==> src/soc_bus_pkg.sv <==
package soc_bus_pkg;

  localparam int bus_addr_w = 32;
  localparam int bus_data_w = 32;
  localparam int bus_strb_w = bus_data_w / 8;

  typedef logic [bus_addr_w-1:0] bus_addr_t;
  typedef logic [bus_data_w-1:0] bus_data_t;
  typedef logic [bus_strb_w-1:0] bus_strb_t;  // all zero on reads

  // master to target, held until ready
  typedef struct packed {
    logic      valid;
    bus_addr_t addr;
    bus_data_t wdata;
    bus_strb_t wstrb;
  } bus_req_t;

  // target to master, ready is a single-cycle pulse
  typedef struct packed {
    logic      ready;
    bus_data_t rdata;
  } bus_rsp_t;

endpackage

==> src/timer_count.sv <==
`timescale 1ns/1ps

module timer_count #(
  parameter int RTC_DIV = 4
) (
  input  logic                   clk,
  input  logic                   rst,
  input  logic                   load,
  input  soc_bus_pkg::bus_data_t load_value,
  input  soc_bus_pkg::bus_data_t cmp,
  output soc_bus_pkg::bus_data_t time_count,
  output logic                   irq
);
  localparam int div_w = $clog2(RTC_DIV) + 1;

  logic [div_w-1:0] div_cnt;
  logic             tick;

  assign tick = div_cnt == div_w'(RTC_DIV - 1);

  always_ff @(posedge clk) begin
    if (rst) begin
      div_cnt    <= '0;
      time_count <= '0;
      irq        <= 1'b0;
    end else begin
      if (load) begin
        div_cnt    <= '0;  // restart the tick period
        time_count <= load_value;
      end else if (tick) begin
        div_cnt    <= '0;
        time_count <= time_count + 32'd1;
      end else begin
        div_cnt <= div_cnt + 1'b1;
      end
      irq <= time_count >= cmp;  // level, not a pulse
    end
  end

  // only a load may make the count jump
  a_count_step: assert property (@(posedge clk) disable iff (rst)
    !load |=> (time_count - $past(time_count)) <= 32'd1);

endmodule

==> config.mk <==
export PLATFORM = sky130hd
export DESIGN_NAME = timer_count
export DESIGN_NICKNAME = d
export VERILOG_FILES = /design/src/soc_bus_pkg.sv /design/src/timer_count.sv
export SDC_FILE = /design/constraint.sdc
export NUM_CORES = 1
export LEC_CHECK = 0
export BUFFER_PORTS_ARGS = -buffer_cell sky130_fd_sc_hd__buf_2
export CAP_MARGIN = 10
export CORE_MARGIN = 10
export CORE_UTILIZATION = 47
export CTS_BUF_LIST = sky130_fd_sc_hd__clkbuf_8
export DETAILED_ROUTE_END_ITERATION = 6
export GPL_TIMING_DRIVEN = 0
export PLACE_DENSITY = 0.79
export SETUP_SLACK_MARGIN = 0.1
export SKIP_LAST_GASP = 1
export SLEW_MARGIN = 20
export SYNTH_ARGS = -nofsm -noshare
export SYNTH_HDL_FRONTEND = slang
export SYNTH_SLANG_ARGS = --single-unit
==> constraint.sdc <==
create_clock -name clk -period 1.8 [get_ports clk]
set_input_delay 0.18 -clock clk [delete_from_list [all_inputs] [get_ports clk]]
set_output_delay 0.18 -clock clk [all_outputs]
set_load 0.05 [all_outputs]
-- Word level (Yosys, flattened, before mapping)
Index checks and enable logic that the tools add are counted.
- order comparisons: 1
- equal/unequal tests: 1
- $add $sub $neg: 2
- reduce and logical (&&, ||, !) cells: 2
- mux-type cells: 2
- operator list (kind ; number):
    32-bit 2-to-1 mux ; 2
    32-bit by 1-bit adder with 32-bit output, second input constant ; 1
    32-bit greater-or-equal comparator ; 1
    3-bit by 1-bit adder with 3-bit output, second input constant ; 1
    3-bit by 2-bit equality test with 1-bit output, second input constant ; 1
    3-bit OR reduction ; 1
    2-bit nonzero test ; 1
- output and inout port bits: 33
- word-level logic and storage cells: 11
- flip-flop bits (word level): 36
- input bits: 67

-- Longest topological paths before layout
- depth after elaboration: 3
- depth in mapped cells: 8
- gate-level depth less buffers: 7

-- Least setup slack after synthesis
No wires, ideal clock.
- path kind: register to register
- start point: reg time_count[6]
- end point: reg time_count[17]
- setup slack: -276 ps
- period minus slack after synthesis: 2076 ps
- setup time: 86 ps
- data required time: 1714 ps
- data arrival time: 1991 ps
- cell stages (with the launch flop): 6
- path buffers: 0
- cells stage by stage: dfxtp_1 nand4_1 nor4_2 nand4_1 xor2_1 a211oi_1
- longest elaborated chain between the ends: 3
- RTL lines (item ; RTL line ; text):
    start: declaration ; timer_count.sv:11 ; output soc_bus_pkg::bus_data_t time_count,
    start signal: assignment ; timer_count.sv:29 ; time_count <= load_value;
    start signal: assignment ; timer_count.sv:32 ; time_count <= time_count + 32'd1;
    32-bit by 1-bit adder with 32-bit output ; timer_count.sv:32 ;
    32-bit 2-to-1 mux ; timer_count.sv:30 ; end else if (tick) begin
    32-bit 2-to-1 mux ; timer_count.sv:27 ; if (load) begin
No other way between the ends. The select of a mux whose other input is x is not followed.
A chain may end at the register's enable or synchronous reset.

-- Worst setup path after layout
- start point: reg div_cnt[0]
- end point: reg time_count[22]
- longest elaborated chain between the ends: 2
- RTL lines (item ; RTL line ; text):
    start: declaration ; timer_count.sv:16 ; logic [div_w-1:0] div_cnt;
    start signal: assignment ; timer_count.sv:34 ; div_cnt <= div_cnt + 1'b1;
    3-bit by 2-bit equality test with 1-bit output ; timer_count.sv:19 ; assign tick = div_cnt == div_w'(RTC_DIV - 1);
    2-bit nonzero test (no source line) ; -- ;
No other way between the ends.

==> metrics.csv <==
metric;value;unit
synthAdderAreaFrac;15.8;%
die_area;9350;sq um
synth_edf_count;0;
worstSetupStartpointType;register;
powerDensity;543;nW/um^2
maxCapViolCount;0;
wirelength;10.2;mm
rrSetupSlack;-100;ps
grt_pass1_vias;3046;
tightest_slew;632;ps
cts_sinks;36;
yosys.area_share.simple;26.1;%
antenna_cells_inserted;0;
hpwlAfterDp;6.82;mm
area_growth;48.2;%
vdd_drop_max;0.624;mV
synth-compound-area-share;15.5;%
core;5610;sq um
synthFlopType;dfxtp_1;
end_kind;register;
setup_slack;-104;ps
vias;3220;
top_layer_used;met4;
routed_via_density;5.92;
worstSkewPairLatency;290;ps
grt_usage;17.9;%
ys_types;46;
postSynthCellCount;346;
n_fill_cell;408;
cts_inserted_buffers;5;
finalHoldViolations;0;
status;complete, but fails checks;
seq_area_frac_synth;26.1;%
synth_top_family_by_area;simple AND/OR/NAND/NOR gates;
synth_mux_area_share;1.45;%
skew;12.9;ps
rsz0062_at_grt;yes;
hold_path.class;input port to register;
synthArstFlopShare;0;%
drive_gt1_share;43.6;%
numPortBuffers;99;
cellLeakagePower;0.00196;uW
cts_tree;done;
worstPathRequired;1990;ps
cts.htree.levels;2;
initial_core_util;49.3;%
wire_per_inst;18.8;um
synthesis.area;2770;sq um
final_core_util;73.1;%
cts_root_buffer;clkbuf_8;
drc_errors;0;
finalPower;2230;uW
antenna_found_initial;0;
dr.pass1.iters;5;
grt_pass1_wl;14.6;mm
synth_xor_area_share;8.24;%
rows;27;
grt_max_degree;12;
cp.arrival;2090;ps
report.final.slew_viol_count;0;
fp.dieW;96.7;um
drtIter0Drc;255;
cts_buffer_depth;2;
die_h;96.7;um
fin_crit_sh;106;%
final-setup-viol-count;9;
crit_type;register to register;
relSlewSlack;57.9;%
final_common_cell;buf_2;
ys_ff_latch;36;
failed_checks;negative setup slack;
final_cell_mix;buf_2 (100), inv_1 (36), nor2_1 (35);
io_pins;100;
wl_met1;4.04;mm
max_freq;525;MHz
fin_crit;1900;ps
nNetsFinal;573;
yosys_warnings;0;
syn_nets;448;
met2_length;5.24;mm
wl_met3;630;um
cts-hold-fix-buffers;0;
grt_remaining_overflow;0;
crit_fanout;5;
gp_congestion;0.803;
drtAntennaViolNets;0;
path_clk_slew;80;ps
synth_area_per_cell;7.99;sq um
## worst max-delay path, stage by stage, from the launching register on
cell	delay [ps]
dfxtp_2	360
ha_4	140
ha_4	160
and3_4	200
nand4_1	110
buf_6	160
clkbuf_16	150
nor3_2	150
xnor2_1	120
a211oi_1	240
## metal layers
metal	track usage, %	vias up
met5	0	-
met4	5.64	0
met3	3.62	31
met2	31.2	152
met1	21.3	1532
li1	-	1505
## layout make-up
class / instances / area (sq um) / share of cell area, %
Multi-Input combinational cell: 260 / 2210 / 54.0
Sequential cell: 36 / 808 / 19.7
Timing Repair Buffer: 118 / 696 / 17.0
Inverter: 37 / 141 / 3.45
Tap cell: 72 / 90.1 / 2.20
Clock buffer: 6 / 82.6 / 2.02
Buffer: 13 / 61.3 / 1.50
Clock inverter: 2 / 7.51 / 0.183
## flip-flops by register name (all words and copies together), names as in the netlist
register and flops:
irq 1, time_count 32, div_cnt 3
## metrics by stage
stage	setup TNS [ps]	setup slack, ps	instances	hold slack, ps	cell area [sq um]
global route	-1480	-195	544	115	4100
detailed placement	-1090	-229	517	424	3460
CTS	0	24.0	534	129	3750
floorplan	0	89.2	346	314	2870
global placement	-677	-231	517	407	3460
finish	-388	-104	544	129	4100
## synthesized netlist by cell type, drive strengths merged, types with 2 or more instances
library cell | number | area share, %
nand3 | 16 | 2.9
a211oi | 17 | 5.0
a21o | 2 | 0.54
xnor2 | 16 | 5.1
and2 | 3 | 0.68
nand2 | 21 | 2.9
or2 | 2 | 0.45
and4 | 6 | 1.9
nor3b | 2 | 0.54
ha | 35 | 16
or3 | 3 | 0.86
mux2i | 4 | 1.4
dfxtp | 36 | 26
a21oi | 21 | 3.8
and3 | 6 | 1.4
o2111ai | 2 | 0.63
a311oi | 2 | 0.63
nand4 | 16 | 3.8
clkbuf | 12 | 1.6
o21ai | 7 | 1.3
nor3 | 8 | 1.4
inv | 36 | 4.9
nor2 | 37 | 5.0
xor2 | 10 | 3.2
a221o | 2 | 0.72
nor4 | 9 | 3.4
## what timing repair did
item	CTS	global route
endpoints found under the setup margin	21	26
resized for setup	26	40
pin swaps	12	45
setup buffers	9	9
gates cloned	0	1
## worst paths after layout
check                                              endpoint  cells after the start                  start
worst max register to register  time_count[22]$_SDFFE_PP0P_                      9  div_cnt[0]$_SDFF_PP0_
worst min register to register        div_cnt[0]$_SDFF_PP0_                      1  div_cnt[0]$_SDFF_PP0_
worst max-delay path            time_count[22]$_SDFFE_PP0P_                      9  div_cnt[0]$_SDFF_PP0_
worst min-delay path             time_count[9]$_SDFFE_PP0P_                      3          load_value[9]
## power by group
part | internal [uW] | switching (uW)
clock network | 301 | 293
logic | 267 | 427
registers | 844 | 93.5
total | 1410 | 814
## cells by family after synthesis
| family | after synthesis |
|---|---|
| AOI/OAI and AO/OA | 63 |
| xor gates and xnor gates | 26 |
| adders and majority gates | 35 |
| buffers and inverters | 50 |
| DFF | 36 |
| muxes | 4 |
| and+or+nand+nor | 132 |
No activity file was read; power rests on OpenSTA's default activity.
