`src/soc_bus_pkg.sv`:
```
package soc_bus_pkg;

  localparam int bus_addr_w = 32;
  localparam int bus_data_w = 32;
  localparam int bus_strb_w = bus_data_w / 8;

  typedef logic [bus_addr_w-1:0] bus_addr_t;
  typedef logic [bus_data_w-1:0] bus_data_t;
  typedef logic [bus_strb_w-1:0] bus_strb_t;  // all zero on reads

  // master to target, held until ready
  typedef struct packed {
    logic      valid;
    bus_addr_t addr;
    bus_data_t wdata;
    bus_strb_t wstrb;
  } bus_req_t;

  // target to master, ready is a single-cycle pulse
  typedef struct packed {
    logic      ready;
    bus_data_t rdata;
  } bus_rsp_t;

endpackage

```
`src/soc_map_pkg.sv`:
```
package soc_map_pkg;

  // peripheral windows, top is exclusive
  localparam logic [31:0] uart_base_addr  = 32'h1000_0000;
  localparam logic [31:0] uart_top_addr   = 32'h1000_0010;
  localparam logic [31:0] timer_base_addr = 32'h2000_0000;
  localparam logic [31:0] timer_top_addr  = 32'h2000_0010;

  // uart registers
  localparam logic [31:0] uart_tx_offset = 32'h0000_0000;  // write byte, read busy
  localparam logic [31:0] uart_rx_offset = 32'h0000_0004;  // {valid, byte}

  // timer registers
  localparam logic [31:0] timer_time_offset = 32'h0000_0000;
  localparam logic [31:0] timer_cmp_offset  = 32'h0000_0004;

endpackage

```
`src/timer_regs.sv`:
```
`timescale 1ns/1ps

module timer_regs (
  input  logic                   clk,
  input  logic                   rst,
  input  soc_bus_pkg::bus_req_t  req,
  output soc_bus_pkg::bus_rsp_t  rsp,
  input  soc_bus_pkg::bus_data_t time_count,
  output logic                   load,
  output soc_bus_pkg::bus_data_t load_value,
  output soc_bus_pkg::bus_data_t cmp
);
  import soc_bus_pkg::*;
  import soc_map_pkg::*;

  bus_data_t rdata_q;
  logic      ready_q;
  logic      access;
  logic      is_write;
  logic      sel_time;
  logic      sel_cmp;

  assign access   = req.valid && !ready_q;
  assign is_write = |req.wstrb;
  assign sel_time = req.addr[3:2] == timer_time_offset[3:2];
  assign sel_cmp  = req.addr[3:2] == timer_cmp_offset[3:2];

  always_ff @(posedge clk) begin
    if (rst) begin
      ready_q <= 1'b0;
      load    <= 1'b0;
      cmp     <= '1;  // irq stays low
    end else begin
      ready_q <= access;
      load    <= access && is_write && sel_time;  // one-cycle strobe
      if (access && is_write && sel_cmp) cmp <= req.wdata;
    end
  end

  always_ff @(posedge clk) begin
    if (access && is_write && sel_time) begin
      load_value <= req.wdata;
    end
    if (access) begin
      rdata_q <= sel_cmp ? cmp : time_count;
    end
  end

  assign rsp.ready = ready_q;
  assign rsp.rdata = rdata_q;

endmodule

```
`config.mk`:
```
export PLATFORM = sky130hd
export DESIGN_NAME = timer_regs
export DESIGN_NICKNAME = d
export VERILOG_FILES = /design/src/soc_bus_pkg.sv /design/src/soc_map_pkg.sv /design/src/timer_regs.sv
export SDC_FILE = /design/constraint.sdc
export NUM_CORES = 1
export LEC_CHECK = 0
export BUFFER_PORTS_ARGS = -buffer_cell sky130_fd_sc_hd__buf_2
export CAP_MARGIN = 10
export CELL_PAD_IN_SITES_DETAIL_PLACEMENT = 0
export CELL_PAD_IN_SITES_GLOBAL_PLACEMENT = 1
export CORE_ASPECT_RATIO = 0.5
export CORE_UTILIZATION = 36
export CTS_CLUSTER_SIZE = 14
export DETAILED_ROUTE_END_ITERATION = 16
export GPL_TIMING_DRIVEN = 0
export PLACE_DENSITY = 0.92
export SYNTH_ARGS = -nofsm -noshare
export SYNTH_HDL_FRONTEND = slang
export SYNTH_SLANG_ARGS = --single-unit
export TNS_END_PERCENT = 10
```
`constraint.sdc`:
```
create_clock -name clk -period 8.87 [get_ports clk]
set_input_delay 0.4435 -clock clk [delete_from_list [all_inputs] [get_ports clk]]
set_output_delay 0.4435 -clock clk [all_outputs]
set_load 0.02 [all_outputs]
```
# Yosys cells after proc, flatten, opt, wreduce, memory -nomap -nowiden
# Cells that the tools add are included.
[word_totals]
inputBits = 103
ram_bits = 0
latchBits = 0
elab_cells = 14
mem_bits_ro = 0
output_inout_bits = 98
reg_bits = 98
n_memories = 0
[op_classes]
n_lt_le_gt_ge = 0
eq_ne = 1
n_reduce_logical = 7
shift = 0
add_sub_neg = 0
div = 0
multipliers = 0
mux = 1
n_bitwise = 0
[ops]
columns = ["operator", "count"]
rows = [
  ["$mux W32", 1],
  ["$logic_and A1 B1 Y1", 4],
  ["$reduce_or A4 Y1", 1],
  ["$eq A2 B1 Y1 const B", 1],
  ["$logic_not A2 Y1", 1],
  ["$logic_not A1 Y1", 1],
]

# Depth between registers and ports, before layout
[logic_depth]
ltp_word = 4
depth_mapped = 5
depth_no_buf = 4

# Worst setup path after synthesis
# No wires, ideal clock.
[synth_timing]
kind = "input to register"
from = "input port req[68] in the netlist's numbering"
to = "register load_value[0] (enable)"
t_arrival_ns = 3.613
path_stages = 4
setup_slack_ns = 4.796
setup_ns = 0.461
t_required_ns = 8.409
path_buffers = 0
cell_sequence = "nand2b_1 inv_1 nand2b_1 nor3_1"
[synth_between]
elab_chain_len = 3
[synth_lines]
columns = ["element", "line", "text"]
rows = [
  ["start, declared", "timer_regs.sv:6", "input soc_bus_pkg::bus_req_t req,"],
  ["$logic_and A1 B1 Y1", "timer_regs.sv:23", "assign access = req.valid && !ready_q;"],
  ["named net access", "timer_regs.sv:18", "logic access;"],
  ["$logic_and A1 B1 Y1 (2 in a row)", "timer_regs.sv:41", "if (access && is_write && sel_time) begin"],
  ["end signal, assigned", "timer_regs.sv:42", "load_value <= req.wdata;"],
  ["end, declared", "timer_regs.sv:10", "output soc_bus_pkg::bus_data_t load_value,"],
]
# The timed path passes the listed nets, and every way through them passes these cells.
# A chain may end at the register's enable or synchronous reset.

# Final worst setup path
[layout_timing]
from = "register ready_q"
to = "register load_value[27] (enable)"
[layout_between]
elab_chain_len = 4
[layout_lines]
columns = ["element", "line", "text"]
rows = [
  ["start, declared", "timer_regs.sv:17", "logic ready_q;"],
  ["start signal, assigned", "timer_regs.sv:34", "ready_q <= access;"],
  ["$logic_not A1 Y1", "timer_regs.sv:23", ""],
  ["$logic_and A1 B1 Y1", "timer_regs.sv:23", ""],
  ["named net access", "timer_regs.sv:18", ""],
  ["$logic_and A1 B1 Y1 (2 in a row)", "timer_regs.sv:41", ""],
]
# The timed path passes the listed nets, and every way through them passes these cells.

==> results_dict.tcl <==
set metrics [dict create \
    cp_cell_sequence "nand2b_1 -> inv_1 -> nand2b_1 -> nor3_2 -> buf_6" \
    die-area_um2 10630 \
    cts.hold.buffers_added 0 \
    postSynthCellCount 250 \
    totalWireLength_um 8908 \
    leakage_power_of_the_design_nw 2.009 \
    grt.overflow.total 0 \
    hold-path-endpoint "load_value[22]" \
    clock_latency_ns 0.33 \
    final_util_pct 52.49 \
    hold_path.class "primary input to flop" \
    first_global_vias 2676 \
    drt-vias-per-instance 4.545 \
    grt_pass1_wl_um 13520 \
    synth_sequential_area_ratio_pct 70.89 \
    final_net_count 537 \
    rsz0062_at_grt "false" \
    outcome "finished, final reports clean" \
    slew-limit-headroom_pct 37.27 \
    crit_start "ready_q" \
    io_buffers 169 \
    postSynthRegisterBits 98 \
    vdd_ir_drop_max_uv 99.37 \
    hold_slack_ns 0.2978 \
    max_cap_viol_count 0 \
    design.portCount 201 \
    arrival_ns 2.61 \
    final_worst_setup_slack_ns 6.305 \
    cts_resized 0 \
    p_total_mw 1.032 \
    busiest_layer "met2" \
    finish.cell_count_without_fillers 574 \
    drtAntennaViolNets 0 \
    effective_utilization_at_floorplan_pct 37.98 \
    cts.reportedPaths.clkPinSlew_ns 0.07 \
    drt_pre_antenna_iters 4 \
    r2r-end "load_value[27]" \
    post-cts-setup-buffer-count 0 \
    synthesis_warnings 0 \
    critical_path.most_common_cell "sky130_fd_sc_hd__nand2b_1" \
    regToRegStartpoint "ready_q" \
    fin_tns_setup_ns 0 \
    worstPathMaxFanout 20 \
    clock_skew_ns 0.005190 \
    setup_violations 0 \
    antenna_cells 0 \
    critical_path.n_buffers_inverters 2 \
    numCtsBuffers 9 \
    timing_hold_violations_final 0 \
    synth_top_area_cell "sky130_fd_sc_hd__edfxtp_1" \
    worst-endpoint-required_ns 8.91 \
    placedCellCount 558 \
    die_x_um 144.8 \
    routed-via-count 2609 \
    power_density_nw_per_um2 203.5 \
    grtUsageMet1_pct 19.83 \
    timing.reg2reg.worst_path_depth 5 \
    timing.hold.worst_path_depth 1 \
    global_routing_usage_on_met3_pct 4.498 \
    cts-root-to-sink-buffers 2 \
    cts_htree_levels 3 \
    num-fill-cells 828 \
    groute.layer.met2.usage_pct 31.46 \
    design.core.area_um2 9666 \
    global_route.usage.total_pct 17.27 \
    final_cell_area_um2 5074 \
    row_count 25 \
    post_route_cells_drive_above_1_share_pct 52.16 \
    detail_route.iter0.violations 60 \
    critical_path.max_stage_delay_ns 0.71 \
    yosysTopAreaCellShare_pct 52.35 \
    period_needed_ns 2.565 \
    dpl.hpwl_um 6971 \
    fin_crit_share_pct 28.92 \
    clock_sink_count 98 \
    path_delay_family "simple AND/OR/NAND/NOR gates" \
    drv_slew 0 \
    worstMarginPinSlew_ns 0.9399 \
    area_growth_syn_to_layout_pct 38.21 \
    cell_area_after_synthesis_um2 3671 \
    yosys-top-cells-area "sky130_fd_sc_hd__edfxtp_1 (52%), sky130_fd_sc_hd__dfxtp_1 (19%), sky130_fd_sc_hd__mux2_2 (9.8%)" \
    gpl.final_weighted_congestion 0.7445 \
    worstSetupEndpointType "flop" \
    wl_per_cell_um 15.52 \
    holdCritStartpoint "req[26]" \
    grt_start_max_net_pins 21 \
    critPathSlowestCell "sky130_fd_sc_hd__inv_1" \
    post_synth_num_cell_types 15 \
    reg2reg_setup_slack_ns 6.31 \
    syn_area_per_cell_um2 14.68 \
    synthesis.nets 353 \
    crit_type "flop to flop" \
    grt_antenna_before_repair 0 \
    clock.fmax_mhz 389.9 \
    drc 0 \
    clk_root_buffer_cell "sky130_fd_sc_hd__clkbuf_16" \
    detailedPlace.worstSlack_ns 6.098 \
    die-height_um 73.41 \
    crit_path_launch_type "flop" \
    detailed_place.area_um2 4752 \
    clock_tree_from_tritoncts "yes" \
]
synthesized netlist by cell type, drive strengths merged:
cell,number
nor2,65
edfxtp,64
dfxtp,34
mux2,32
mux2i,32
buf,9
clkbuf,6
nand2b,3
nor3,2
nor4,2
inv,1
final cells by class:
type	count	area (um2)	share of cell area (%)
buffer	15	87.58	1.726
clock buffer	11	242.7	4.784
clock inverter	5	78.83	1.554
inverter	1	3.754	0.07398
multi-input combinational	136	982.2	19.36
sequential	98	2603	51.29
tap	135	168.9	3.329
timing repair buffer	173	907.1	17.88
cells by family after synthesis:
logic type / after synthesis / share of synthesized area, %
muxes: 64 / 18.54
DFF: 98 / 70.89
buffers and inverters: 16 / 2.488
and+or+nand+nor: 72 / 8.078
report_power, final:
| part | internal (mW) | switching, mW |
|---|---|---|
| sequential | 0.508 | 0.00674 |
| combinational | 0.0440 | 0.0616 |
| clock | 0.254 | 0.158 |
cell usage in the layout, fill, tap and decap left out, drive strengths merged:
| cell | netlist | routed |
|---|---|---|
| clkinvlp | 0 | 2 |
| clkinv | 0 | 1 |
| clkbuf | 6 | 17 |
| mux2i | 32 | 32 |
| edfxtp | 64 | 64 |
| nor4 | 2 | 2 |
| mux2 | 32 | 32 |
| buf | 9 | 182 |
| bufinv | 0 | 2 |
| dfxtp | 34 | 34 |
| nor3 | 2 | 2 |
| inv | 1 | 1 |
| nand2b | 3 | 3 |
| nor2 | 65 | 65 |
worst max-delay path by stage:
stage / end / slack [ns] / cells after the start
floorplan: load_value[0] / 4.80 / 4
global placement: load_value[25] / 3.13 / 5
detailed placement: load_value[28] / 6.10 / 6
CTS: load_value[27] / 6.24 / 5
global route: load_value[27] / 6.04 / 5
finish: load_value[27] / 6.31 / 5
metal layers:
metal  wire (um)  vias to the layer above
met4         150                        0
met1        3651                     1279
met5           0                        -
li1            -                     1257
met2        4800                       59
met3         306                       14
registers in the layout (all words and copies together), names as in the netlist:
register	cells
cmp	32
load_value	32
load	1
rdata_q	32
ready_q	1
Power figures use the tool's default switching activity.
