$ cat src/soc_bus_pkg.sv
package soc_bus_pkg;

  localparam int bus_addr_w = 32;
  localparam int bus_data_w = 32;
  localparam int bus_strb_w = bus_data_w / 8;

  typedef logic [bus_addr_w-1:0] bus_addr_t;
  typedef logic [bus_data_w-1:0] bus_data_t;
  typedef logic [bus_strb_w-1:0] bus_strb_t;  // all zero on reads

  // master to target, held until ready
  typedef struct packed {
    logic      valid;
    bus_addr_t addr;
    bus_data_t wdata;
    bus_strb_t wstrb;
  } bus_req_t;

  // target to master, ready is a single-cycle pulse
  typedef struct packed {
    logic      ready;
    bus_data_t rdata;
  } bus_rsp_t;

endpackage

$ cat src/soc_map_pkg.sv
package soc_map_pkg;

  // peripheral windows, top is exclusive
  localparam logic [31:0] uart_base_addr  = 32'h1000_0000;
  localparam logic [31:0] uart_top_addr   = 32'h1000_0010;
  localparam logic [31:0] timer_base_addr = 32'h2000_0000;
  localparam logic [31:0] timer_top_addr  = 32'h2000_0010;

  // uart registers
  localparam logic [31:0] uart_tx_offset = 32'h0000_0000;  // write byte, read busy
  localparam logic [31:0] uart_rx_offset = 32'h0000_0004;  // {valid, byte}

  // timer registers
  localparam logic [31:0] timer_time_offset = 32'h0000_0000;
  localparam logic [31:0] timer_cmp_offset  = 32'h0000_0004;

endpackage

$ cat src/uart_periph.sv
`timescale 1ns/1ps

module uart_periph #(
  parameter int CLKS_PER_BIT = 8
) (
  input  logic                  clk,
  input  logic                  rst,
  input  soc_bus_pkg::bus_req_t req,
  output soc_bus_pkg::bus_rsp_t rsp,
  input  logic                  rx,
  output logic                  tx
);
  import soc_bus_pkg::*;
  import soc_map_pkg::*;

  localparam int               cnt_w    = $clog2(CLKS_PER_BIT) + 1;
  localparam logic [cnt_w-1:0] bit_last = cnt_w'(CLKS_PER_BIT - 1);
  localparam logic [cnt_w-1:0] bit_half = cnt_w'(CLKS_PER_BIT / 2 - 1);

  localparam logic [1:0] rx_idle  = 2'd0;
  localparam logic [1:0] rx_start = 2'd1;
  localparam logic [1:0] rx_data_st = 2'd2;
  localparam logic [1:0] rx_stop  = 2'd3;

  bus_data_t        rdata_q;
  logic             ready_q;
  logic             access;
  logic             is_write;
  logic             sel_tx;
  logic             sel_rx;

  logic             tx_busy;
  logic             tx_line;
  logic [cnt_w-1:0] tx_cnt;
  logic [3:0]       tx_left;
  logic [8:0]       tx_shift;  // data bits then stop bit

  logic             rx_meta;
  logic             rx_sync;
  logic [1:0]       rx_state;
  logic [cnt_w-1:0] rx_cnt;
  logic [2:0]       rx_idx;
  logic [7:0]       rx_shift;
  logic [7:0]       rx_byte;
  logic             rx_valid;
  logic             rx_done;

  assign access   = req.valid && !ready_q;
  assign is_write = |req.wstrb;
  assign sel_tx   = req.addr[3:2] == uart_tx_offset[3:2];
  assign sel_rx   = req.addr[3:2] == uart_rx_offset[3:2];

  always_ff @(posedge clk) begin
    if (rst) begin
      ready_q <= 1'b0;
    end else begin
      ready_q <= access;
    end
  end

  always_ff @(posedge clk) begin
    if (access) begin
      rdata_q <= sel_rx ? {23'd0, rx_valid, rx_byte} : {31'd0, tx_busy};
    end
  end

  // transmitter, writes while busy are dropped
  always_ff @(posedge clk) begin
    if (rst) begin
      tx_busy <= 1'b0;
      tx_line <= 1'b1;
      tx_cnt  <= '0;
      tx_left <= '0;
    end else if (!tx_busy) begin
      if (access && is_write && sel_tx) begin
        tx_busy  <= 1'b1;
        tx_line  <= 1'b0;  // start bit
        tx_cnt   <= '0;
        tx_left  <= 4'd9;
        tx_shift <= {1'b1, req.wdata[7:0]};
      end
    end else if (tx_cnt == bit_last) begin
      tx_cnt <= '0;
      if (tx_left == 4'd0) begin
        tx_busy <= 1'b0;
        tx_line <= 1'b1;
      end else begin
        tx_line  <= tx_shift[0];
        tx_shift <= {1'b1, tx_shift[8:1]};
        tx_left  <= tx_left - 4'd1;
      end
    end else begin
      tx_cnt <= tx_cnt + 1'b1;
    end
  end

  // receiver, sampled mid-bit
  always_ff @(posedge clk) begin
    if (rst) begin
      rx_meta  <= 1'b1;
      rx_sync  <= 1'b1;
      rx_state <= rx_idle;
      rx_cnt   <= '0;
      rx_idx   <= '0;
    end else begin
      rx_meta <= rx;
      rx_sync <= rx_meta;
      case (rx_state)
        rx_idle: begin
          rx_cnt <= '0;
          if (!rx_sync) rx_state <= rx_start;
        end
        rx_start: begin
          if (rx_cnt == bit_half) begin
            rx_cnt   <= '0;
            rx_idx   <= '0;
            rx_state <= rx_sync ? rx_idle : rx_data_st;  // glitch check
          end else begin
            rx_cnt <= rx_cnt + 1'b1;
          end
        end
        rx_data_st: begin
          if (rx_cnt == bit_last) begin
            rx_cnt   <= '0;
            rx_shift <= {rx_sync, rx_shift[7:1]};
            rx_idx   <= rx_idx + 3'd1;
            if (rx_idx == 3'd7) rx_state <= rx_stop;
          end else begin
            rx_cnt <= rx_cnt + 1'b1;
          end
        end
        default: begin
          if (rx_cnt == bit_last) begin
            rx_state <= rx_idle;
            if (rx_sync) rx_byte <= rx_shift;
          end else begin
            rx_cnt <= rx_cnt + 1'b1;
          end
        end
      endcase
    end
  end

  assign rx_done = (rx_state == rx_stop) && (rx_cnt == bit_last) && rx_sync;

  always_ff @(posedge clk) begin
    if (rst) begin
      rx_valid <= 1'b0;
    end else if (rx_done) begin
      rx_valid <= 1'b1;  // new byte wins over a read
    end else if (access && !is_write && sel_rx) begin
      rx_valid <= 1'b0;
    end
  end

  assign tx        = tx_line;
  assign rsp.ready = ready_q;
  assign rsp.rdata = rdata_q;

  a_tx_idle_high: assert property (@(posedge clk) disable iff (rst) !tx_busy |-> tx);

endmodule

$ cat config.mk
export PLATFORM = sky130hd
export DESIGN_NAME = uart_periph
export DESIGN_NICKNAME = d
export VERILOG_FILES = /design/src/soc_bus_pkg.sv /design/src/soc_map_pkg.sv /design/src/uart_periph.sv
export SDC_FILE = /design/constraint.sdc
export NUM_CORES = 1
export LEC_CHECK = 0
export BUFFER_PORTS_ARGS = -buffer_cell sky130_fd_sc_hd__buf_2
export CORE_AREA = 3 3 97 99
export CTS_CLUSTER_SIZE = 30
export DETAILED_ROUTE_END_ITERATION = 8
export DIE_AREA = 0 0 100 102
export MAX_ROUTING_LAYER = met4
export REMOVE_ABC_BUFFERS = 1
export SETUP_SLACK_MARGIN = 0.05
export SYNTH_ARGS = -nofsm -noshare
export SYNTH_HDL_FRONTEND = slang
export SYNTH_SLANG_ARGS = --single-unit
$ cat constraint.sdc
create_clock -name clk -period 2.64 [get_ports clk]
set_clock_uncertainty 0.15 [all_clocks]
set_input_delay 0.132 -clock clk [delete_from_list [all_inputs] [get_ports clk]]
set_output_delay 0.132 -clock clk [all_outputs]
set_load 0.05 [all_outputs]
# Word-level counts from Yosys, hierarchy flattened
# Index checks and enable logic that the tools add are counted.
# totals
regBits,80
latchBits,0
mem_bits_rw,0
mem_bits_ro,0
in_bits,72
output_inout_bits,34
wordCells,98
n_memories,0
# op_classes
add_sub_neg,4
multipliers,0
n_div,0
n_lt_le_gt_ge,0
n_eq_ne,15
n_shift,0
muxes,36
bitwise,2
n_reduce_logical,25
# ops
operator,n
4-bit 2-to-1 mux,10
9-bit 2-to-1 mux,4
2-bit 2-to-1 mux,6
4-bit case mux with 3 select lines,1
1-bit 2-to-1 mux,11
2-bit != test (second input constant),5
3-bit AND reduction,3
4-bit by 1-bit adder with 4-bit output (second input constant),2
4-bit by 3-bit equality test with 1-bit output (second input constant),2
4-bit AND reduction,2
1-bit logical AND,7
3-bit 2-to-1 mux,2
2-bit case mux with 3 select lines,1
3-bit case mux with 2 select lines,1
2-bit nonzero test,3
5-bit AND reduction,1
2-bit by 1-bit equality test with 1-bit output (second input constant),2
2-bit equality test (second input constant),2
4-bit by 2-bit equality test with 1-bit output (second input constant),1
2-bit logical NOT,2
4-bit logical NOT,1
4-bit by 1-bit != test with 1-bit output (second input constant),1
4-bit OR reduction,1
4-bit by 1-bit subtractor with 4-bit output (second input constant),1
other kinds (8),10

# Depth between registers and ports, before layout
# depth
word_depth,6
ltp_mapped,6
mapped_depth_nobuf,6

# Least setup slack after synthesis
# Ideal clock, no wire load.
# synth_path
kind,reg2reg
startpoint,register ready_q
endpoint,register tx_shift[0] (enable)
setup_ns,0.383
arrival_time_ns,1.730
required_ns,2.107
path_slack_ns,0.377
path_stages_with_launch,5
n_path_buf,1
synth_period_minus_slack_ns,2.263
cell_sequence,dfxtp_1 > or4b_4 > o21a_1 > buf_6 > nor3_1
# synth_between
elab_chain_cells,6
# synth_lines
element,line_no,source
start: declaration,uart_periph.sv:26,logic ready_q;
start signal: assignment,uart_periph.sv:57,ready_q <= access;
1-bit logical NOT,uart_periph.sv:48,assign access = req.valid && !ready_q;
1-bit logical AND,uart_periph.sv:48,
1-bit logical AND (2 in series),uart_periph.sv:75,if (access && is_write && sel_tx) begin
2-bit nonzero test (no source line),--,
4-bit AND reduction (no source line),--,
end signal: assignment,uart_periph.sv:80,"tx_shift <= {1'b1, req.wdata[7:0]};"
end signal: assignment,uart_periph.sv:89,"tx_shift <= {1'b1, tx_shift[8:1]};"
end: declaration,uart_periph.sv:36,logic [8:0] tx_shift;
# Every way passes these cells.
# A chain may end at the register's enable or synchronous reset.

# Worst setup path in the final report
# layout_path
startpoint,register ready_q
endpoint,register tx_left[2]
# layout_between
elab_chain_cells,6
# layout_lines
element,line_no,source
1-bit logical NOT,uart_periph.sv:48,
1-bit logical AND,uart_periph.sv:48,
1-bit logical AND (2 in series),uart_periph.sv:75,
2-bit nonzero test (no source line),--,
3-bit AND reduction (no source line),--,
end signal: assignment,uart_periph.sv:90,tx_left <= tx_left - 4'd1;
end: declaration,uart_periph.sv:35,logic [3:0] tx_left;
# Every way passes these cells.

==> flow_summary_export.csv <==
group,metric,value,unit
timing,period_needed,2.20,ns
worst_setup_path,worstPathCellList,"or4b_4 > o21a_1 > buf_4 > or4_1 > a211oi_1",
routing,via_count,1635,
global_route,overflow,0,
synth,postSynth.asyncResetShare,0,%
global_route,via_count_of_the_first_global_routing_pass,1536,
global_route,first_pass_grt_wire_length,6.96,mm
clock_tree,ctsLongestPathBuffers,2,
timing,min_period_over_period,83.3,%
routing,wl_met3,205,µm
placed_design,post-dp-hpwl,2.93,mm
routing,detailroute.wirelength.met2,1.93,mm
routing,route.final.wire_length,4.14,mm
pwr,power.density_cell_area,568,mW/mm²
timing,totalNegativeSetupSlack,0,ns
worst_setup_path,critical_path_launch_point_type,"flip-flop",
timing,final-max-slew-violation-count,0,
placed_design,gp_congestion,0.731,
die,dieArea,0.0102,mm²
synth,count_of_flip_flops_with_a_built_in_enable_after_synthesis,33,
die,fp.coreArea,0.00864,mm²
synth,ys_seq_area_share,57.0,%
synth,syn-mean-instance-area,11.4,µm²
cells_and_area,syn2layout_area_growth,15.1,%
synth,largest_cells_by_area_after_synthesis,"sky130_fd_sc_hd__edfxtp_1 (39%), sky130_fd_sc_hd__dfxtp_1 (18%), sky130_fd_sc_hd__buf_4 (7.1%)",
synth,ys.flop_type,"sky130_fd_sc_hd__edfxtp_1",
synth,synth_cell_type_count,40,
routing,wl_met1,1.97,mm
synth,post_synth_inst_count,224,
pwr,totalPowerFinal,1.66,mW
cells_and_area,final_net_count,342,
worst_setup_path,critical_path_peak_fanout,7,
cells_and_area,fin_cells,373,
global_route,grt_max_degree,25,
worst_setup_path,cp_slowest_cell,"sky130_fd_sc_hd__or4b_4",
clock_tree,clk_latency,0.31,ns
timing,tightest_slew,0.656,ns
clock_tree,cts_max_level,2,
worst_setup_path,cp-end-kind,"flip-flop",
worst_setup_path,path_delay_family,"simple AND/OR/NAND/NOR gates",
min_path,hold_class,"primary input to flip-flop",
outcome,outcome,"finished clean",
die,io-pin-count,106,
placed_design,port-buffer-count,28,
global_route,antenna_found_initial,0,
synth,post-synth-top-area-cell,"sky130_fd_sc_hd__edfxtp_1",
cells_and_area,most-common-layout-cells,"sky130_fd_sc_hd__edfxtp_1 (33), sky130_fd_sc_hd__buf_2 (28), sky130_fd_sc_hd__conb_1 (23), sky130_fd_sc_hd__dfxtp_1 (23)",
clock_tree,root_buffer,"sky130_fd_sc_hd__clkbuf_8",
synth,synthDominantCellAreaShare,38.9,%
timing,hold_viol_final,0,
routing,detail-route-antenna-nets,0,
cells_and_area,drive_gt1_share,22.6,%
worst_setup_path,data_required_time_of_the_worst_path,2.71,ns
cells_and_area,nFillCells,862,
synth,mappedNetlistArea,0.00255,mm²
clock_tree,cts_made_buffers,5,
global_route,globalRouteTotalUtil,8.73,%
cells_and_area,multi_input_area,917,µm²
worst_setup_path,crit_type,"flip-flop to flip-flop",
worst_setup_path,critical_path.max_stage_delay,0.51,ns
routing,wl_per_cell,11.1,µm
timing,max_slew_margin,56.0,%
timing,achievable-frequency,455,MHz
placed_design,dp_slack,0.121,ns
pwr,leakage,1.10,nW
cells_and_area,antennaDiodeCount,0,
worst_setup_path,critical_path_buf_inv_count,1,
timing,post-route-worst-setup-slack,0.441,ns
die,fp.dieW,100,µm
routing,drt-pass1-iter-count,4,
routing,detailedRoute.firstIterationViolations,105,
run,timing.max_cap.violations,0,
timing,unrepaired_setup_endpoints_after_global_routing,"no",
cells_and_area,final_common_cell,"sky130_fd_sc_hd__edfxtp_1",
worst_setup_path,arrival,2.27,ns
die,die_h,102,µm
routing,drcViolationCount,0,
synth,ys_warn_count,0,
clock_tree,postCtsSetupBuffers,0,
synth,synth.ff_latch_count,56,
clock_tree,cts.reportedPaths.clkPinSlew,0.10,ns
clock_tree,cts.sinks,56,
clock_tree,cts_tree,"built",
pwr,vdd_ir_drop_max,0.253,mV
placed_design,place_inst,356,
timing,timing.final.setup_violations,0,
routing,highest-signal-layer,"met4",
die,initial_utilization,29.5,%
die,cell_row_count,34,
routing,via_per_inst,4.38,
cells_and_area,final_core_utilization,33.9,%
cells_and_area,regArea,0.00145,mm²
-- registers in the layout, summed over array words and instances, names as in the netlist --
| signal | cells |
|---|---|
| rx_meta | 1 |
| tx | 1 |
| tx_left | 4 |
| rx_valid | 1 |
| rx_byte | 8 |
| tx_busy | 1 |
| rdata_q | 9 |
| rx_cnt | 4 |
| tx_cnt | 4 |
| rx_sync | 1 |
| ready_q | 1 |
| tx_shift | 8 |
| rx_shift | 8 |
| rx_idx | 3 |
| rx_state | 2 |
-- worst register-to-register path, delay by kind of cell, from the launching register on --
kind	cells	cell delay, ns
and+or+nand+nor	2	0.98
AOI/OAI and AO/OA	2	0.49
buffers and inverters	1	0.17
DFF	1	0.33
-- synth_stat cells, drive strengths merged, types with 2 or more instances --
master and count:
edfxtp 33, buf 26, dfxtp 23, a21oi 12
nor2 12, inv 11, and2 9, clkbuf 8
mux2 7, nand3 7, ha 6, nand2 6
nor3 6, mux2i 5, nand3b 5, nor2b 5
o21ai 5, a311oi 4, or2 4, nand2b 3
nor4 3, a211oi 2, a21o 2, a22oi 2
a31oi 2, o22ai 2, or3 2, or3b 2
-- cell type report --
cell class | count | share of cell area [%]
inverter | 11 | 1.41
clock inverter | 3 | 0.939
multi-input combinational | 145 | 31.3
tap | 108 | 4.61
clock buffer | 5 | 2.35
timing repair buffer | 45 | 9.90
sequential | 56 | 49.5
-- layer usage --
metal	track usage, %	up-vias
li1	-	831
met1	10.6	758
met2	14.4	41
met3	2.12	5
met4	2.80	0
met5	-	-
-- stage by stage --
step / hold WS [ns] / instance area, µm²
finish: 0.0991 / 2930
global route: 0.107 / 2930
CTS: 0.155 / 2930
detailed placement: 0.169 / 2740
global placement: 0.168 / 2740
floorplan: 0.0511 / 2400
-- repair_timing --
item | in CTS | in global routing
endpoints found under the hold margin | 9 | 0
setup endpoints to repair | 0 | 8
gates resized for setup | 0 | 1
hold buffers | 9 | 0
-- cell families (layout without fill, tap and decap cells) --
kind of cell | count (synthesis) | count (layout) | share of synthesized area (%)
buffers and inverters | 45 | 64 | 10.5
DFF | 56 | 56 | 57.0
other | 1 | 23 | 0.147
muxes | 12 | 12 | 5.06
xor gates and xnor gates | 1 | 1 | 0.344
adders and majority gates | 6 | 6 | 2.95
and+or+nand+nor | 68 | 68 | 15.3
AOI/OAI and AO/OA | 35 | 35 | 8.74
-- path summary, 6_finish.rpt --
| path | slack, ns | cells past startpoint | endpoint | start |
|---|---|---|---|---|
| max | 0.44 | 5 | tx_left[2] | ready_q |
| min | 0.1 | 2 | tx_shift[0] | rst |
| max reg2reg | 0.44 | 5 | tx_left[2] | ready_q |
| min reg2reg | 0.27 | 1 | rx_sync | rx_meta |
-- report_power, final --
part	internal [mW]	leakage, nW	switching (mW)
clock	0.195	0.0463	0.288
sequential	0.944	0.494	0.0140
combinational	0.0628	0.562	0.159
total	1.20	1.10	0.461
Power figures use the tool's default switching activity.
