`src/soc_bus_pkg.sv`:
```
package soc_bus_pkg;

  localparam int bus_addr_w = 32;
  localparam int bus_data_w = 32;
  localparam int bus_strb_w = bus_data_w / 8;

  typedef logic [bus_addr_w-1:0] bus_addr_t;
  typedef logic [bus_data_w-1:0] bus_data_t;
  typedef logic [bus_strb_w-1:0] bus_strb_t;  // all zero on reads

  // master to target, held until ready
  typedef struct packed {
    logic      valid;
    bus_addr_t addr;
    bus_data_t wdata;
    bus_strb_t wstrb;
  } bus_req_t;

  // target to master, ready is a single-cycle pulse
  typedef struct packed {
    logic      ready;
    bus_data_t rdata;
  } bus_rsp_t;

endpackage

```
`src/soc_map_pkg.sv`:
```
package soc_map_pkg;

  // peripheral windows, top is exclusive
  localparam logic [31:0] uart_base_addr  = 32'h1000_0000;
  localparam logic [31:0] uart_top_addr   = 32'h1000_0010;
  localparam logic [31:0] timer_base_addr = 32'h2000_0000;
  localparam logic [31:0] timer_top_addr  = 32'h2000_0010;

  // uart registers
  localparam logic [31:0] uart_tx_offset = 32'h0000_0000;  // write byte, read busy
  localparam logic [31:0] uart_rx_offset = 32'h0000_0004;  // {valid, byte}

  // timer registers
  localparam logic [31:0] timer_time_offset = 32'h0000_0000;
  localparam logic [31:0] timer_cmp_offset  = 32'h0000_0004;

endpackage

```
`src/bus_decoder.sv`:
```
`timescale 1ns/1ps

module bus_decoder (
  input  logic                  clk,
  input  logic                  rst,
  input  soc_bus_pkg::bus_req_t bus_req,
  output soc_bus_pkg::bus_rsp_t bus_rsp,
  output soc_bus_pkg::bus_req_t bram_req,
  output soc_bus_pkg::bus_req_t uart_req,
  output soc_bus_pkg::bus_req_t timer_req,
  input  soc_bus_pkg::bus_rsp_t bram_rsp,
  input  soc_bus_pkg::bus_rsp_t uart_rsp,
  input  soc_bus_pkg::bus_rsp_t timer_rsp
);
  import soc_map_pkg::*;

  logic in_uart;
  logic in_timer;

  assign in_uart  = (bus_req.addr >= uart_base_addr) && (bus_req.addr < uart_top_addr);
  assign in_timer = (bus_req.addr >= timer_base_addr) && (bus_req.addr < timer_top_addr);

  always_comb begin
    bram_req        = bus_req;
    bram_req.valid  = bus_req.valid && !in_uart && !in_timer;  // default target

    uart_req        = bus_req;
    uart_req.addr   = bus_req.addr ^ uart_base_addr;
    uart_req.valid  = bus_req.valid && in_uart;

    timer_req       = bus_req;
    timer_req.addr  = bus_req.addr ^ timer_base_addr;
    timer_req.valid = bus_req.valid && in_timer;
  end

  always_comb begin
    if (bram_rsp.ready) begin
      bus_rsp = bram_rsp;
    end else if (uart_rsp.ready) begin
      bus_rsp = uart_rsp;
    end else if (timer_rsp.ready) begin
      bus_rsp = timer_rsp;
    end else begin
      bus_rsp.ready = 1'b0;
      bus_rsp.rdata = '0;
    end
  end

  a_one_target: assert property (@(posedge clk) disable iff (rst)
    $onehot0({bram_req.valid, uart_req.valid, timer_req.valid}));

  // at most one target answers per cycle
  a_one_ready: assert property (@(posedge clk) disable iff (rst)
    $onehot0({bram_rsp.ready, uart_rsp.ready, timer_rsp.ready}));

endmodule

```
`config.mk`:
```
export PLATFORM = sky130hd
export DESIGN_NAME = bus_decoder
export DESIGN_NICKNAME = d
export VERILOG_FILES = /design/src/soc_bus_pkg.sv /design/src/soc_map_pkg.sv /design/src/bus_decoder.sv
export SDC_FILE = /design/constraint.sdc
export NUM_CORES = 1
export LEC_CHECK = 0
export ABC_AREA = 1
export BUFFER_PORTS_ARGS = -buffer_cell sky130_fd_sc_hd__buf_4
export CORE_AREA = 2 2 159 161
export DETAILED_ROUTE_END_ITERATION = 10
export DIE_AREA = 0 0 161 163
export SLEW_MARGIN = 25
export SYNTH_ARGS = -nofsm -noshare
export SYNTH_HDL_FRONTEND = slang
export SYNTH_SLANG_ARGS = --single-unit
```
`constraint.sdc`:
```
create_clock -name vclk -period 1.55
set_clock_uncertainty 0.2 [all_clocks]
set_input_delay 0.31 -clock vclk [all_inputs]
set_output_delay 0.31 -clock vclk [all_outputs]
set_load 0.05 [all_outputs]
```
# Word level (Yosys, flattened, before mapping)
# Index checks and enable logic that the tools add are counted.
# totals
regBits	0
in_bits	170
output_inout_bits	240
elab_cells	17
# classes
magnitude_cmp	4
muxes	3
bitwise	2
reduce_logical	8
# op_table
cell	count
$mux W33	3
$ge A32 B29 Y1 const B	1
$ge A32 B30 Y1 const B	1
$lt A32 B29 Y1 const B	1
$lt A32 B30 Y1 const B	1
$logic_and A1 B1 Y1	6
$logic_not A1 Y1	2
$not A1 Y1	2

# Longest topological paths before layout
# Gate-level depths: netlist of the first run.
# depth
depth_word	5
ltp_mapped	6
mapped_depth_nobuf	6

# Worst setup path before layout of the first run
# OpenSTA, ideal clock, no wires.
# synth_timing
kind	input to output
start	input bus_req[65] (netlist name)
end	output timer_req[68] (netlist name)
t_arrival_ps	1861
required_ps	1040
setup_slack_ps	-821
stages	4
n_path_buf	0
cell_sequence	inv_1 > nor2_1 > nand4_1 > nor3_1
# synth_lines
element	line	source
start: declaration	bus_decoder.sv:6	input soc_bus_pkg::bus_req_t bus_req,
end: declaration	bus_decoder.sv:10	output soc_bus_pkg::bus_req_t timer_req,

==> results.json, run 1 <==
{
  "startpoint_type": "primary input",
  "synth.net_count": 522,
  "grt_max_degree": 25,
  "run_status": "finished with violations",
  "grt_pass1_vias": 2747,
  "max_stage_delay_ns": 0.18,
  "dp.final_hpwl_mm": 8.82,
  "p_switching_mw": 1.15,
  "setup_viol": 35,
  "synth_area_leaders": "buf_4, a22oi_1, o21ai_1, nand2_1, nor2_1",
  "portBuffers": 248,
  "pwr-share-comb_pct": 100.0,
  "hp-start": "bus_req[5]",
  "clock.fmax_ghz": 0.565,
  "synth.distinct_cells": 17,
  "critPathCaptureType": "output pin",
  "worstHoldPathType": "primary input to output pin",
  "grt_util_all_layers_pct": 7.24,
  "coreArea_um2": 24700,
  "crit_path_top_delay_cell": "buf_6",
  "critical_path.most_common_cell": "buf_12",
  "seqCellArea_um2": 0,
  "gp_congestion": 0.745,
  "hold_end": "bram_req[5]",
  "maxCapViolations": 0,
  "nets": 607,
  "diodes": 0,
  "place_area_um2": 3900,
  "crit_family": "buffers and inverters",
  "setup_slack_ns": -0.219,
  "p_clk_share_pct": 0,
  "design.seq.count": 0,
  "stdcell_area_um2": 4420,
  "grt_pass1_wl_mm": 14.8,
  "setup_tns_ns": -5.66,
  "p_leak_nw": 1.94,
  "drtIter0Drc": 46,
  "antenna_found_initial": 0,
  "crit_fanout": 7,
  "wirelength_mm": 10.6,
  "hold_buffers": 0,
  "area_growth_pct": 88.5,
  "p_int_mw": 0.786,
  "clkbuf_count": 0,
  "initial_core_util_pct": 9.50,
  "path_cells": "buf_8, inv_6, nor2_8, buf_12, buf_12, a22oi_2, o21ai_4, buf_6",
  "powerDensity_nw_per_um2": 438,
  "die_w_um": 161,
  "pre_cts_ws_ns": -0.409,
  "worst_slew_pin_slew_ns": 0.220,
  "maxSlewHeadroom_pct": 85.3,
  "final_hold_viol_count": 0,
  "num_vias": 2517,
  "syn_area_um2": 2340,
  "final_layout_size_suffix_gt1_share_pct": 90.6,
  "worst_hold_path.num_cells": 0,
  "fill_cells": 2780,
  "critPathRequiredTime_ns": 1.04,
  "fin_util_pct": 17.9,
  "ios": 410,
  "avgSynthCellArea_um2": 6.66,
  "drc_errors": 0,
  "ys_warn_count": 0,
  "pwr-share-seq_pct": 0,
  "fin_crit_ns": 1.77,
  "netSwitchingFraction_pct": 59.4,
  "period_share_pct": 114,
  "grt_overflow_total": 0,
  "post_drt_wl_per_cell_um": 13.9,
  "final_cell_mix": "buf_4, buf_6, nand2_1",
  "violations": "negative setup slack",
  "synth_seq_area_share_pct": 0,
  "dieArea_um2": 26200,
  "cp_data_arrival_time_ns": 1.26,
  "rows": 58,
  "vdd_drop_max_uv": 190,
  "critPathBufInv": 5,
  "critical_path_class": "primary input to output pin",
  "firstDrtPassIters": 4,
  "ant_nets": 0,
  "final_common_cell": "buf_4",
  "yosys.area.top_type": "buf_4",
  "rsz0062_at_grt": "true",
  "synth_top_area_share_pct": 65.0,
  "drv_slew": 0,
  "syn_inst": 352,
  "die_h_um": 163,
  "viasPerCell": 3.29
}
power groups by stage:
stage,clock network [mW],logic (mW),registers (mW)
floorplan,0,2.04,0
global placement,0,1.77,0
detailed placement,0,1.78,0
CTS,0,1.91,0
global route,0,2.02,0
finish,0,1.93,0
repair_timing:
| item | in CTS | in global routing |
|---|---|---|
| gates resized for setup | 71 | 45 |
| setup buffers | 5 | 1 |
| cloned | 3 | 1 |
| setup endpoints to repair | 35 | 35 |
| endpoints found under the hold margin | 0 | 0 |
| pin swaps | 36 | 43 |
worst max path at each step:
stage / slack, ns / startpoint / cells past startpoint / end
after floorplan: -0.24 / bus_req[65] / 4 / timer_req[68]
after global placement: -0.41 / bus_req[67] / 8 / bram_req[68]
after detailed placement: -0.41 / bus_req[67] / 8 / bram_req[68]
after CTS: -0.24 / bus_req[66] / 8 / bram_req[68]
after global routing: -0.27 / bus_req[45] / 7 / uart_req[68]
final: -0.22 / timer_rsp[32] / 8 / bus_rsp[29]
metrics by stage:
| step | power [mW] | hold slack (ns) | std cells |
|---|---|---|---|
| after floorplan | 2.04 | 0.587 | 352 |
| after global placement | 1.77 | 0.421 | 757 |
| after detailed placement | 1.78 | 0.421 | 757 |
| after CTS | 1.91 | 0.421 | 765 |
| after global routing | 2.02 | 0.420 | 765 |
| final | 1.93 | 0.420 | 765 |
per-layer routing:
layer	GRT usage [%]	vias to the layer above	wire, µm
li1	-	1110	-
met1	6.57	1097	3160
met2	14.9	280	5780
met3	2.88	30	1400
met4	1.58	0	260
met5	0	-	0
Yosys cell counts, drive strengths merged:
cell    count
a22oi      32
and2        1
buf       209
clkbuf      7
inv         5
nand2      39
nand3       2
nand4       2
nor2       22
nor3        1
o21ai      32
cells by family (layout without fill, tap and decap cells):
logic type	count (synthesis)	count (layout)	synth area share [%]
buffers and inverters	221	304	71.0
AOI/OAI and AO/OA	64	64	17.1
and+or+nand+nor	67	67	11.9
layout make-up:
| type | count | area (µm²) | area share, % |
|---|---|---|---|
| Timing Repair Buffer | 299 | 2620 | 59.3 |
| Multi-Input combinational cell | 131 | 1360 | 30.7 |
| Inverter | 5 | 27.5 | 0.623 |
| Tap cell | 330 | 413 | 9.34 |
Power figures use the tool's default switching activity.
==> inputs of run 2 (changes only) <==
--- a/config.mk
+++ b/config.mk
@@ -10,6 +10,7 @@
 export CORE_AREA = 2 2 159 161
 export DETAILED_ROUTE_END_ITERATION = 10
 export DIE_AREA = 0 0 161 163
+export PLACE_DENSITY = 0.38
 export SLEW_MARGIN = 25
 export SYNTH_ARGS = -nofsm -noshare
 export SYNTH_HDL_FRONTEND = slang
==> run 2 against run 1 <==
Net effect:
- count of clock-buffer cells in the layout did not move
- wire length is 2.3% lower
- utilization is 0.66 points higher
- largest cell class unchanged
- final cell count is 0.39% higher
- cell area is 3.7% higher
- the run still ends with negative setup slack left
- critical path depth down 1
- global-route usage is 0.16 points lower
- combinational power grew 3%
- largest power group unchanged
- via count fell by 1.5%
==> results.json, run 2 (synthesis results as in run 1) <==
{
  "run_status": "finished with violations",
  "violations": "negative setup slack",
  "grt_max_degree": 18,
  "grt.met3_usage_pct": 2.55,
  "rsz0062_at_grt": "true",
  "critPathRequiredTime_ns": 1.04,
  "gp_congestion": 0.719,
  "firstDrtPassIters": 4,
  "drtIter0Drc": 16,
  "setup_tns_ns": -4.95,
  "drv_slew": 0,
  "final_cell_mix": "buf_4, buf_6, nand2_1",
  "die_h_um": 163,
  "grt_util_all_layers_pct": 7.08,
  "place_area_um2": 3980,
  "grt_overflow_total": 0,
  "viasPerCell": 3.23,
  "diodes": 0,
  "design.seq.count": 0,
  "p_clk_share_pct": 0,
  "worstHoldPathType": "primary input to output pin",
  "crit_fanout": 2,
  "fin_util_pct": 18.6,
  "clock.fmax_ghz": 0.557,
  "hold_end": "timer_req[4]",
  "antenna_found_initial": 0,
  "p_leak_nw": 2.02,
  "critical_path_class": "primary input to output pin",
  "seqCellArea_um2": 0,
  "final_common_cell": "buf_4",
  "setup_slack_ns": -0.245,
  "grt_pass1_wl_mm": 14.5,
  "p_switching_mw": 1.15,
  "clkbuf_count": 0,
  "fin_total_pwr_mw": 1.99,
  "initial_core_util_pct": 9.50,
  "grtUsageMet2_pct": 13.9,
  "period_share_pct": 116,
  "final_hold_viol_count": 0,
  "portBuffers": 248,
  "rows": 58,
  "p_int_mw": 0.836,
  "dieArea_um2": 26200,
  "startpoint": "bus_req[56]",
  "worst_hold_path.num_cells": 0,
  "ios": 410,
  "maxSlewHeadroom_pct": 82.1,
  "cp_data_arrival_time_ns": 1.29,
  "wirelength_mm": 10.4,
  "maxCapViolations": 0,
  "dp.final_hpwl_mm": 8.72,
  "startpoint_type": "primary input",
  "drc_errors": 0,
  "stdcell_area_um2": 4580,
  "setup_viol": 35,
  "powerDensity_nw_per_um2": 434,
  "area_growth_pct": 95.5,
  "vdd_drop_max_uv": 179,
  "grt_pass1_vias": 2550,
  "use_met1_pct": 6.99,
  "final_layout_size_suffix_gt1_share_pct": 90.6,
  "busiest_layer": "met2",
  "nets": 610,
  "ant_nets": 0,
  "die_w_um": 161,
  "coreArea_um2": 24700,
  "worst_slew_pin_slew_ns": 0.268,
  "netSwitchingFraction_pct": 58.0,
  "pwr-share-comb_pct": 100.0,
  "post_drt_wl_per_cell_um": 13.5,
  "hp-start": "bus_req[4]",
  "hold_ws_ns": 0.420,
  "fin_crit_ns": 1.80,
  "critPathCaptureType": "output pin",
  "hold_buffers": 0,
  "pwr-share-seq_pct": 0,
  "num_vias": 2479
}
## run 2: layer usage
| metal | vias up | wire (µm) |
|---|---|---|
| li1 | 1116 | - |
| met1 | 1100 | 3260 |
| met2 | 238 | 5480 |
| met3 | 25 | 1310 |
| met4 | 0 | 316 |
| met5 | - | 0 |
## run 2: through the flow
stage                     instances  setup slack [ns]
final                           768            -0.245
after global routing            768            -0.318
after CTS                       768            -0.290
after detailed placement        760            -0.386
after global placement          760            -0.366
after floorplan                 352            -0.239
## run 2: power groups by stage
stage | sequential [mW] | clock, mW | combinational (mW)
after global routing | 0 | 0 | 2.08
after CTS | 0 | 0 | 1.97
after global placement | 0 | 0 | 1.81
after floorplan | 0 | 0 | 2.04
final | 0 | 0 | 1.99
after detailed placement | 0 | 0 | 1.81
## run 2: worst max path at each step
stage | to | slack, ns | depth (start not counted)
global placement | bram_req[68] | -0.37 | 8
floorplan | timer_req[68] | -0.24 | 4
global route | uart_req[68] | -0.32 | 7
finish | uart_req[68] | -0.25 | 7
detailed placement | bram_req[68] | -0.39 | 8
CTS | uart_req[68] | -0.29 | 7
## run 2: area by class of cell
class	count	area (µm²)
Multi-Input combinational cell	131	1350
Fill cell	2775	20100
Timing Repair Buffer	302	2800
Inverter	5	25.0
Tap cell	330	413
## run 2: worst max-delay path, cell delays in order
cell and delay (ns):
buf_6 0.10, nor2_2 0.14, nand2_2 0.10, nor2_4 0.12
nand4_1 0.18, nor2_4 0.17, buf_8 0.16
## run 2: repair_timing
action,4_1_cts,5_1_grt
cloned,5,0
pin swaps,48,31
buffers inserted,5,2
gates resized for setup,87,41
setup endpoints to repair,35,36
==> inputs of run 3 (changes only) <==
--- a/config.mk
+++ b/config.mk
@@ -11,6 +11,7 @@
 export DETAILED_ROUTE_END_ITERATION = 10
 export DIE_AREA = 0 0 161 163
 export PLACE_DENSITY = 0.38
+export REMOVE_ABC_BUFFERS = 1
 export SLEW_MARGIN = 25
 export SYNTH_ARGS = -nofsm -noshare
 export SYNTH_HDL_FRONTEND = slang
==> run 3 against run 2 <==
Net effect:
- die area did not move
- the flow still finishes with violations (negative setup slack)
- wire length rose by 71%
- sequential share of layout area did not move
- fmax fell by 0.14%
- non-clock buffer count fell by 3
- first-iteration DRC count rose to 5.5 times the previous value
- highest routed layer is now met5
- count of clock-buffer cells in the layout did not move
- via count rose by 10%
- combinational power fell by 11%
- total power fell by 11%
==> results.json, run 3 (synthesis results as in run 1) <==
{
  "final_cell_mix": "buf_4, buf_6, nand2_1",
  "worst_slew_pin_slew_ns": 0.217,
  "maxSlewHeadroom_pct": 85.5,
  "setup_slack_ns": -0.248,
  "post_drt_wl_per_cell_um": 23.0,
  "powerDensity_nw_per_um2": 446,
  "die_h_um": 163,
  "ant_nets": 0,
  "pre_cts_ws_ns": -0.411,
  "final_hold_viol_count": 0,
  "critPathRequiredTime_ns": 1.04,
  "p_switching_mw": 1.06,
  "cp_data_arrival_time_ns": 1.29,
  "portBuffers": 248,
  "period_share_pct": 116,
  "startpoint": "uart_rsp[32]",
  "grt_max_degree": 23,
  "nets": 607,
  "crit_fanout": 7,
  "drtIter0Drc": 88,
  "grt_pass1_wl_mm": 22.0,
  "antenna_found_initial": 4,
  "rsz0062_at_grt": "true",
  "maxCapViolations": 0,
  "clock.fmax_ghz": 0.556,
  "fin_total_pwr_mw": 1.77,
  "p_int_mw": 0.712,
  "fin_cells": 768,
  "vdd_drop_max_uv": 151,
  "hp-start": "bus_req[28]",
  "final_common_cell": "buf_4",
  "fin_crit_ns": 1.80,
  "rows": 58,
  "dieArea_um2": 26200,
  "viasPerCell": 3.56,
  "final_layout_size_suffix_gt1_share_pct": 83.4,
  "run_status": "finished with violations",
  "seqCellArea_um2": 0,
  "startpoint_type": "primary input",
  "grt_pass1_vias": 2715,
  "area_growth_pct": 69.2,
  "multi_input_comb_area_um2": 967,
  "critical_path_class": "primary input to output pin",
  "netSwitchingFraction_pct": 59.8,
  "setup_viol": 35,
  "coreArea_um2": 24700,
  "p_leak_nw": 1.84,
  "hold_ws_ns": 0.420,
  "fill_cells": 2838,
  "die_w_um": 161,
  "critPathCaptureType": "output pin",
  "grt_util_all_layers_pct": 12.3,
  "clkbuf_count": 0,
  "drv_slew": 0,
  "dp.final_hpwl_mm": 15.6,
  "firstDrtPassIters": 4,
  "pwr-share-seq_pct": 0,
  "grt_overflow_total": 0,
  "drc_errors": 0,
  "pwr-share-comb_pct": 100.0,
  "gp_congestion": 0.847,
  "p_clk_share_pct": 0,
  "initial_core_util_pct": 9.50,
  "design.seq.count": 0,
  "dp_cells": 762,
  "ios": 410,
  "worstHoldPathType": "primary input to output pin",
  "violations": "negative setup slack",
  "wirelength_mm": 17.7,
  "num_vias": 2733
}
[run 3: cell types whose count changed in the layout (fill, tap and decap cells not counted), moves of 4 or more]
cell and delta:
o21ai_4 -32, o21ai_1 +22, buf_6 +15, buf_8 -15
o21ai_2 +10, buf_4 +7, buf_12 -6, nor2_4 -4
[run 3: per-stage QoR]
| stage | util (%) | setup TNS (ns) | area, µm² |
|---|---|---|---|
| after global placement | 13.7 | -7.40 | 3370 |
| after floorplan | - | -16.70 | 698 |
| after CTS | 15.5 | -6.82 | 3830 |
| after detailed placement | 13.7 | -7.23 | 3370 |
| after global routing | 16.0 | -6.97 | 3960 |
| final | 16.1 | -5.61 | 3970 |
[run 3: power groups by stage]
stage / sequential, mW / combinational, mW / clock [mW]
6_report: 0 / 1.77 / 0.000000260
5_1_grt: 0 / 1.84 / 0
4_1_cts: 0 / 1.74 / 0
3_5_place_dp: 0 / 1.58 / 0
3_3_place_gp: 0 / 1.59 / 0
2_1_floorplan: 0 / 0.396 / 0
[run 3: what timing repair did]
action / CTS / global route
cloned: 2 / 0
endpoints found under the setup margin: 35 / 35
pin swaps: 39 / 49
resized for setup: 97 / 42
hold buffers: 0 / 0
buffers inserted: 2 / 1
[run 3: final timing paths]
kind / end / slack [ns] / cells after the start
setup / recovery: bus_rsp[0] / -0.25 / 7
hold / removal: bram_req[28] / 0.42 / 0
[run 3: critical path, stage by stage]
cell and delay [ns]:
buf_12 0.11, nor2_8 0.19, buf_12 0.15, buf_6 0.09
a22oi_1 0.06, o21ai_1 0.18, buf_6 0.18
[run 3: per-layer routing]
layer	global-route usage [%]	up-vias	wire length (µm)
met5	5.87	-	164
met4	0.974	6	238
met3	12.5	22	3980
met2	20.9	389	7990
met1	10.4	1199	5310
li1	-	1117	-
[run 3: cell type report]
| type | count | area share (%) |
|---|---|---|
| repair buffers | 299 | 64.5 |
| diodes | 3 | 0.189 |
| multi-input cells | 131 | 24.4 |
| inverters | 5 | 0.536 |
| well taps | 330 | 10.4 |
